**config.mk**
```make
export PLATFORM = sky130hd
export DESIGN_NAME = cl_hello_world
export DESIGN_NICKNAME = d
export VERILOG_FILES = /design/src/hello_pkg.sv /design/src/cl_hello_world.sv /design/src/hello_regs.sv /design/src/ocl_read_channel.sv /design/src/ocl_write_channel.sv
export SDC_FILE = /design/constraint.sdc
export NUM_CORES = 1
export LEC_CHECK = 0
export BUFFER_PORTS_ARGS = -buffer_cell sky130_fd_sc_hd__buf_2
export CAP_MARGIN = 25
export CORE_UTILIZATION = 45
export DETAILED_ROUTE_END_ITERATION = 8
export PLACE_DENSITY = 0.71
export SETUP_SLACK_MARGIN = 0.15
export SYNTH_ARGS = -nofsm -noshare
export SYNTH_HDL_FRONTEND = slang
export SYNTH_HIERARCHICAL = 1
export SYNTH_SLANG_ARGS = --single-unit
```
**constraint.sdc**
```tcl
create_clock -name clk_main_a0 -period 2.7 [get_ports clk_main_a0]
set_input_delay 0.27 -clock clk_main_a0 [delete_from_list [all_inputs] [get_ports clk_main_a0]]
set_output_delay 0.27 -clock clk_main_a0 [all_outputs]
set_load 0.02 [all_outputs]
```
**src/hello_pkg.sv**
```systemverilog
//------------------------------------------------------------
// Hello world register block definitions
// Bus widths, register map, fallback read word and the
// two views of the hello register
//------------------------------------------------------------
package hello_pkg;

  //------------------------------------------------------------
  // Widths
  //------------------------------------------------------------
  // AXI-Lite data path, four bytes wide for the byte swap
  parameter int data_width = 32;

  // Virtual LEDs and virtual DIP switches
  parameter int led_width = 16;

  //------------------------------------------------------------
  // Register map
  //------------------------------------------------------------
  // Offsets are kept at 32 bits and cut down to the bus address width
  // where they are compared
  parameter logic [31:0] hello_reg_addr = 32'h0000_0000;
  parameter logic [31:0] vled_reg_addr  = 32'h0000_0004;

  // Returned for any offset outside the map
  parameter logic [data_width-1:0] unimpl_reg_value = 32'hdead_dead;

  //------------------------------------------------------------
  // Hello register word
  //------------------------------------------------------------
  // Written as one word, read back per byte for the swap
  typedef union packed {
    logic [data_width-1:0]         word;
    logic [data_width/8-1:0][7:0] bytes;
  } hello_word_t;

endpackage

```
**src/cl_hello_world.sv**
```systemverilog
//------------------------------------------------------------
// Hello world custom logic top
// OCL AXI-Lite slave with a byte-swapping hello register and
// a virtual LED register masked by the DIP switches
//------------------------------------------------------------
`timescale 1ns/1ps

module cl_hello_world
  import hello_pkg::*;
#(
  parameter int ADDR_WIDTH = 32
) (
  input  logic                  clk_main_a0,
  input  logic                  rst_main_n_sync,
  // OCL write address
  input  logic                  awvalid,
  input  logic [ADDR_WIDTH-1:0] awaddr,
  output logic                  awready,
  // OCL write data
  input  logic                  wvalid,
  input  logic [data_width-1:0] wdata,
  output logic                  wready,
  // OCL write response
  output logic                  bvalid,
  input  logic                  bready,
  // OCL read address
  input  logic                  arvalid,
  input  logic [ADDR_WIDTH-1:0] araddr,
  output logic                  arready,
  // OCL read data
  output logic                  rvalid,
  output logic [data_width-1:0] rdata,
  input  logic                  rready,
  // Virtual DIP switches and LEDs
  input  logic [led_width-1:0]  vdip,
  output logic [led_width-1:0]  led
);

  //------------------------------------------------------------
  // Internal links
  //------------------------------------------------------------
  // Write channel to registers
  logic                  reg_wr_en;
  logic [ADDR_WIDTH-1:0] reg_wr_addr;
  logic [data_width-1:0] reg_wr_data;
  // Registers to read channel
  logic [ADDR_WIDTH-1:0] rd_addr;
  logic [data_width-1:0] rd_data;

  // Write side
  ocl_write_channel #(
    .ADDR_WIDTH (ADDR_WIDTH)
  ) u_write_channel (
    .clk_main_a0     (clk_main_a0),
    .rst_main_n_sync (rst_main_n_sync),
    .awvalid         (awvalid),
    .awaddr          (awaddr),
    .awready         (awready),
    .wvalid          (wvalid),
    .wdata           (wdata),
    .wready          (wready),
    .bvalid          (bvalid),
    .bready          (bready),
    .reg_wr_en       (reg_wr_en),
    .reg_wr_addr     (reg_wr_addr),
    .reg_wr_data     (reg_wr_data)
  );

  // Register file
  hello_regs #(
    .ADDR_WIDTH (ADDR_WIDTH)
  ) u_regs (
    .clk_main_a0     (clk_main_a0),
    .rst_main_n_sync (rst_main_n_sync),
    .reg_wr_en       (reg_wr_en),
    .reg_wr_addr     (reg_wr_addr),
    .reg_wr_data     (reg_wr_data),
    .rd_addr         (rd_addr),
    .rd_data         (rd_data),
    .vdip            (vdip),
    .led             (led)
  );

  // Read side
  ocl_read_channel #(
    .ADDR_WIDTH (ADDR_WIDTH)
  ) u_read_channel (
    .clk_main_a0     (clk_main_a0),
    .rst_main_n_sync (rst_main_n_sync),
    .arvalid         (arvalid),
    .araddr          (araddr),
    .arready         (arready),
    .rvalid          (rvalid),
    .rdata           (rdata),
    .rready          (rready),
    .rd_addr         (rd_addr),
    .rd_data         (rd_data)
  );

endmodule

```
**src/hello_regs.sv**
```systemverilog
//------------------------------------------------------------
// Hello world and virtual LED registers
// Stores the hello word, shadows its low half onto the LEDs
// and decodes the read address
//------------------------------------------------------------
`timescale 1ns/1ps

module hello_regs
  import hello_pkg::*;
#(
  parameter int ADDR_WIDTH = 32
) (
  input  logic                  clk_main_a0,
  input  logic                  rst_main_n_sync,
  // Write port from the write channel
  input  logic                  reg_wr_en,
  input  logic [ADDR_WIDTH-1:0] reg_wr_addr,
  input  logic [data_width-1:0] reg_wr_data,
  // Read port from the read channel
  input  logic [ADDR_WIDTH-1:0] rd_addr,
  output logic [data_width-1:0] rd_data,
  // Virtual DIP switches and LEDs
  input  logic [led_width-1:0]  vdip,
  output logic [led_width-1:0]  led
);

  hello_word_t          hello_q;
  hello_word_t          hello_swapped;
  logic [led_width-1:0] vled_q;
  logic                 hello_wr;

  //------------------------------------------------------------
  // Hello register, offset 0x00
  //------------------------------------------------------------
  assign hello_wr = reg_wr_en && (reg_wr_addr == ADDR_WIDTH'(hello_reg_addr));

  always_ff @(posedge clk_main_a0) begin
    if (!rst_main_n_sync) begin
      hello_q.word <= '0;
    end else if (hello_wr) begin
      hello_q.word <= reg_wr_data;
    end
  end

  // Byte order reversed on the way out
  always_comb begin
    for (int i = 0; i < data_width / 8; i++) begin
      hello_swapped.bytes[i] = hello_q.bytes[data_width/8-1-i];
    end
  end

  //------------------------------------------------------------
  // Virtual LED register, offset 0x04
  //------------------------------------------------------------
  // Read-only, trails the hello low half by one cycle
  always_ff @(posedge clk_main_a0) begin
    if (!rst_main_n_sync) begin
      vled_q <= '0;
    end else begin
      vled_q <= hello_q.word[led_width-1:0];
    end
  end

  // LEDs only light where the DIP switch is on
  assign led = vled_q & vdip;

  //------------------------------------------------------------
  // Read decode
  //------------------------------------------------------------
  always_comb begin
    if (rd_addr == ADDR_WIDTH'(hello_reg_addr)) begin
      rd_data = hello_swapped.word;
    end else if (rd_addr == ADDR_WIDTH'(vled_reg_addr)) begin
      rd_data = {{(data_width-led_width){1'b0}}, vled_q};
    end else begin
      // Anything unmapped
      rd_data = unimpl_reg_value;
    end
  end

endmodule

```
**src/ocl_read_channel.sv**
```systemverilog
//------------------------------------------------------------
// OCL AXI-Lite read channel
// Captures one read address and returns the decoded word
// through a registered response
//------------------------------------------------------------
`timescale 1ns/1ps

module ocl_read_channel
  import hello_pkg::*;
#(
  parameter int ADDR_WIDTH = 32
) (
  input  logic                  clk_main_a0,
  input  logic                  rst_main_n_sync,
  // Read address
  input  logic                  arvalid,
  input  logic [ADDR_WIDTH-1:0] araddr,
  output logic                  arready,
  // Read data
  output logic                  rvalid,
  output logic [data_width-1:0] rdata,
  input  logic                  rready,
  // Register decode port
  output logic [ADDR_WIDTH-1:0] rd_addr,
  input  logic [data_width-1:0] rd_data
);

  logic                  rd_pending;
  logic [ADDR_WIDTH-1:0] rd_addr_q;
  logic                  ar_hs;

  //------------------------------------------------------------
  // Stage 1, address capture
  //------------------------------------------------------------
  // One read in flight, so a held arvalid is taken only once
  assign arready = ~rd_pending & ~rvalid;
  assign ar_hs   = arvalid & arready;

  always_ff @(posedge clk_main_a0) begin
    if (!rst_main_n_sync) begin
      rd_pending <= 1'b0;
    end else begin
      // Pending lasts exactly one cycle
      rd_pending <= ar_hs;
    end
  end

  always_ff @(posedge clk_main_a0) begin
    if (ar_hs) begin
      rd_addr_q <= araddr;
    end
  end

  // Decode runs off the captured address
  assign rd_addr = rd_addr_q;

  //------------------------------------------------------------
  // Stage 2, registered response
  //------------------------------------------------------------
  // Address edge is the first, rvalid is set on the second
  always_ff @(posedge clk_main_a0) begin
    if (!rst_main_n_sync) begin
      rvalid <= 1'b0;
    end else if (rvalid && rready) begin
      rvalid <= 1'b0;
    end else if (rd_pending) begin
      rvalid <= 1'b1;
    end
  end

  // Data loaded once per read, held through back-pressure
  always_ff @(posedge clk_main_a0) begin
    if (rd_pending) begin
      rdata <= rd_data;
    end
  end

  //------------------------------------------------------------
  // Checks
  //------------------------------------------------------------
  // Response stable while the master stalls
  a_rvalid_hold : assert property (
    @(posedge clk_main_a0) disable iff (!rst_main_n_sync)
    rvalid && !rready |=> rvalid && $stable(rdata)
  );

  // Never two reads in flight
  a_single_read : assert property (
    @(posedge clk_main_a0) disable iff (!rst_main_n_sync)
    !(rd_pending && rvalid)
  );

endmodule

```
**src/ocl_write_channel.sv**
```systemverilog
//------------------------------------------------------------
// OCL AXI-Lite write channel
// Takes one address, then one data beat, answers with a write
// response and hands the data to the register stage
//------------------------------------------------------------
`timescale 1ns/1ps

module ocl_write_channel
  import hello_pkg::*;
#(
  parameter int ADDR_WIDTH = 32
) (
  input  logic                  clk_main_a0,
  input  logic                  rst_main_n_sync,
  // Write address
  input  logic                  awvalid,
  input  logic [ADDR_WIDTH-1:0] awaddr,
  output logic                  awready,
  // Write data
  input  logic                  wvalid,
  input  logic [data_width-1:0] wdata,
  output logic                  wready,
  // Write response
  output logic                  bvalid,
  input  logic                  bready,
  // Register write port
  output logic                  reg_wr_en,
  output logic [ADDR_WIDTH-1:0] reg_wr_addr,
  output logic [data_width-1:0] reg_wr_data
);

  logic                  wr_active;
  logic [ADDR_WIDTH-1:0] wr_addr;
  logic                  aw_hs;
  logic                  b_hs;

  //------------------------------------------------------------
  // Handshakes
  //------------------------------------------------------------
  // New address only when no write is open
  assign awready = ~wr_active;
  assign aw_hs   = awvalid & awready;

  // Data taken in the cycle wvalid shows up
  // Blocked once the response is out, so one beat per address
  assign wready = wr_active & wvalid & ~bvalid;

  // Response accepted by the master, write is done
  assign b_hs = bvalid & bready;

  //------------------------------------------------------------
  // Write state
  //------------------------------------------------------------
  // Open on the address edge, close on the response edge
  always_ff @(posedge clk_main_a0) begin
    if (!rst_main_n_sync) begin
      wr_active <= 1'b0;
    end else if (b_hs) begin
      wr_active <= 1'b0;
    end else if (aw_hs) begin
      wr_active <= 1'b1;
    end
  end

  // Address held for the data beat
  always_ff @(posedge clk_main_a0) begin
    if (aw_hs) begin
      wr_addr <= awaddr;
    end
  end

  // Response one cycle after the data edge
  always_ff @(posedge clk_main_a0) begin
    if (!rst_main_n_sync) begin
      bvalid <= 1'b0;
    end else if (b_hs) begin
      bvalid <= 1'b0;
    end else if (wready) begin
      bvalid <= 1'b1;
    end
  end

  // Register stage sees the beat in the handshake cycle
  assign reg_wr_en   = wready;
  assign reg_wr_addr = wr_addr;
  assign reg_wr_data = wdata;

  //------------------------------------------------------------
  // Checks
  //------------------------------------------------------------
  // Response held and no new address until the master takes it
  a_bvalid_hold : assert property (
    @(posedge clk_main_a0) disable iff (!rst_main_n_sync)
    bvalid && !bready |=> bvalid && !awready
  );

endmodule

```
==> flow_metrics.tcl <==
set metrics [dict create \
    regToRegStartpoint "u_write_channel/wr_active" \
    r2r_setup_slack_ps 630 \
    timing.hold.worst.class "input port to flop" \
    postCtsResizedCells 0 \
    postSynth.topFlopCell "edfxtp_1" \
    share_of_flip_flops_with_an_asynchronous_set_or_reset_pct 0 \
    maximum_number_of_pins_on_one_net_before_global_route_repair 42 \
    required_ps 3030 \
    ant_nets 0 \
    dpl.hpwl_um 7320 \
    synth-edff-count 96 \
    cell_count_after_synthesis 423 \
    startpoint_type "flop" \
    crit_path_cell_trace "nand2_1 -> nor2_1 -> nor4b_2 -> nand4_1 -> nor3_4 -> buf_4 -> mux2i_1" \
    hold-path-endpoint "u_read_channel/rd_addr[4]" \
    grt_first_pass_wirelength_um 16900 \
    cts_num_sinks 148 \
    yosysWarningCount 6 \
    min-delay-start "araddr[4]" \
    dr.first_iter.drc_count 192 \
    detailedRoute.firstPassIterationCount 5 \
    core_sq_um 12100 \
    routed_wire_length_per_instance_um 14.3 \
    tightestPinTransition_ps 827 \
    critPathBufInv 1 \
    max-vdd-ir-drop_mv 0.483 \
    synthesis.area_sq_um 5610 \
    placedCellCount 718 \
    ys_ff_latch 148 \
    synth_largest_area_cell "edfxtp_1" \
    maxCapViolations 0 \
    power_leakage_nw 2.86 \
    antenna_cells_inserted 0 \
    path_delay_family "simple AND/OR/NAND/NOR gates" \
    die-area_sq_um 12900 \
    worst_r2r_endpoint "u_regs/hello_q[8]" \
    cts_max_path_buffers 2 \
    synth_area_leaders "edfxtp_1 (51%), dfxtp_1 (19%), mux2i_1 (8.6%), nand2_1 (5.2%), buf_4 (4.4%)" \
    crit_cells 7 \
    final_layout_size_suffix_gt1_share_pct 36.8 \
    delay_of_the_slowest_cell_on_the_worst_path_ps 490 \
    cts-hold-fix-buffers 0 \
    cts_root_buffer "clkbuf_16" \
    clock_tree.htree_level_count 4 \
    timing.setup.critical_path_class "flop to flop" \
    dpl_worst_slack_ps 635 \
    cts_tree "yes" \
    stdcell_count 750 \
    die_width_um 114 \
    setup_viol_count_final 0 \
    timing.max_slew.rel_slack_pct 44.9 \
    totalPowerFinal_mw 5.11 \
    layout.cell_area.non_filler_sq_um 6980 \
    floorplan.initialDensity_pct 46.5 \
    synthesis.nets 542 \
    num-fill-cells 998 \
    critical_path.endpoint_type "flop" \
    synth_top_area_share_pct 51.4 \
    drc 0 \
    grt_pass1_vias 3516 \
    grt_antenna_before_repair 0 \
    totalNegativeSetupSlack_ps 0 \
    io_pins 172 \
    grt_setup_unrepaired "false" \
    report.final.slew_viol_count 0 \
    tritoncts.num_buffers 17 \
    power-per-cell-area_nw_per_um2 733 \
    cp_data_arrival_time_ps 2410 \
    die_h_um 114 \
    vias_per_cell 4.66 \
    clkLatencyLatePin_ps 410 \
    finalWirelength_um 10700 \
    finalCoreUtilization_pct 57.8 \
    worst_slack_ps 628 \
    detailroute.via_count 3496 \
    status "complete, no violations" \
    post_dp_cell_area_sq_um 6380 \
    place_congestion 0.748 \
    area_growth_pct 24.4 \
    report.final.hold_viol_count 0 \
    synthesis.area_per_instance_sq_um 13.3 \
    max_freq_mhz 483 \
    hold_path_depth 1 \
    placementRows 40 \
    period_needed_ps 2070 \
    yosys.cell_types.count 29 \
    worst_clock_skew_ps 7.67 \
    portBuffers 171 \
    final_min_period_over_clock_period_pct 76.7 \
    critical-path-slowest-cell "buf_4" \
    r2r_cells 7 \
    critical_path_peak_fanout 32 \
    cts_setup_buffers 0 \
    worst_hold_slack_ps 29.2 \
    remaining_overflow_grt 0 \
    gr-usage-all-layers_pct 17.7 \
    final_net_count 688 \
    synth-seq-area-share_pct 70.0 \
    cts.reportedPaths.clkPinSlew_ps 60 \
]
==> routing by layer <==
metal  GRT usage [%]  part of all wire [%]
met5               0                     0
met4            7.37                   1.5
met3            6.38                   7.6
met2            30.2                    50
met1            20.1                    41
==> worst max path at each step <==
stage                                 to                       from  slack (ps)
2_1_floorplan  u_read_channel/rd_addr[0]  u_read_channel/rd_pending         710
3_3_place_gp          u_regs/hello_q[10]  u_write_channel/wr_active         710
3_5_place_dp           u_regs/hello_q[4]  u_write_channel/wr_active         640
4_1_cts                u_regs/hello_q[8]  u_write_channel/wr_active         580
5_1_grt               u_regs/hello_q[17]  u_write_channel/wr_active         430
6_report               u_regs/hello_q[8]  u_write_channel/wr_active         630
==> layout by cell type (no fill, tap or decap) <==
master     netlist  routed
a211oi_1         1       1
and2_1          16      16
and2_2           1       1
and2b_2          1       1
and3_1           1       1
buf_2            1     171
buf_4           33       7
bufinv_16        0       3
clkbuf_1         8       5
clkbuf_16        0      18
clkinv_2         0       4
clkinv_4         0       2
dfxtp_1         52      51
dfxtp_2          0       1
edfxtp_1        96      96
inv_1           28      28
inv_2            1       1
mux2i_1         48      48
nand2_1         78      78
nand3b_1         1       1
nand4_1          4       4
nor2_1           3       2
nor2_2           1       2
nor3_1           6       6
nor3_4           1       1
nor4_1          13      13
nor4b_1          5       5
nor4b_2          1       1
o211a_1          1       1
o21ai_0         11      11
o31ai_2          1       1
or3_1            1       1
==> synth_stat cells, drive strengths merged (4+ instances only) <==
library cell,count
mux2i,48
nor3,7
edfxtp,96
buf,43
nand2,78
inv,29
nor4,13
nor2,4
clkbuf,8
o21ai,11
dfxtp,52
nor4b,6
and2,17
nand4,4
==> cell type report <==
class	instances	area [sq um]	area share, %
timing repair buffer	178	908	13.0
sequential	148	3930	56.3
clock inverter	9	128	1.83
clock buffer	23	469	6.73
inverter	29	109	1.56
tap	168	210	3.01
multi-input combinational	195	1230	17.6
==> logic make-up after synthesis <==
group                  Yosys count  synth area share, %
flip-flops                     148                 70.0
AND/OR/NAND/NOR                133                 11.7
buffers and inverters           80                 8.19
multiplexers                    48                 8.57
AO/OA/AOI/OAI                   14                 1.52
==> report_power, final <==
| group | switching, mW | internal (mW) | total [mW] | leakage (nW) |
|---|---|---|---|---|
| logic | 0.125 | 0.0947 | 0.219 | 1.26 |
| registers | 0.0359 | 2.50 | 2.54 | 1.30 |
| clock network | 0.851 | 1.50 | 2.36 | 0.294 |
| total | 1.01 | 4.10 | 5.11 | 2.86 |
==> sequential cells by signal, summed over array words and instances (netlist names) <==
| register | cells |
|---|---|
| u_regs/hello_q | 32 |
| u_write_channel/bvalid | 1 |
| u_read_channel/rvalid | 1 |
| u_read_channel/rdata | 32 |
| u_write_channel/wr_active | 1 |
| u_read_channel/rd_pending | 1 |
| u_write_channel/reg_wr_addr | 32 |
| u_read_channel/rd_addr | 32 |
| u_regs/vled_q | 16 |
Power figures use the tool's default switching activity.
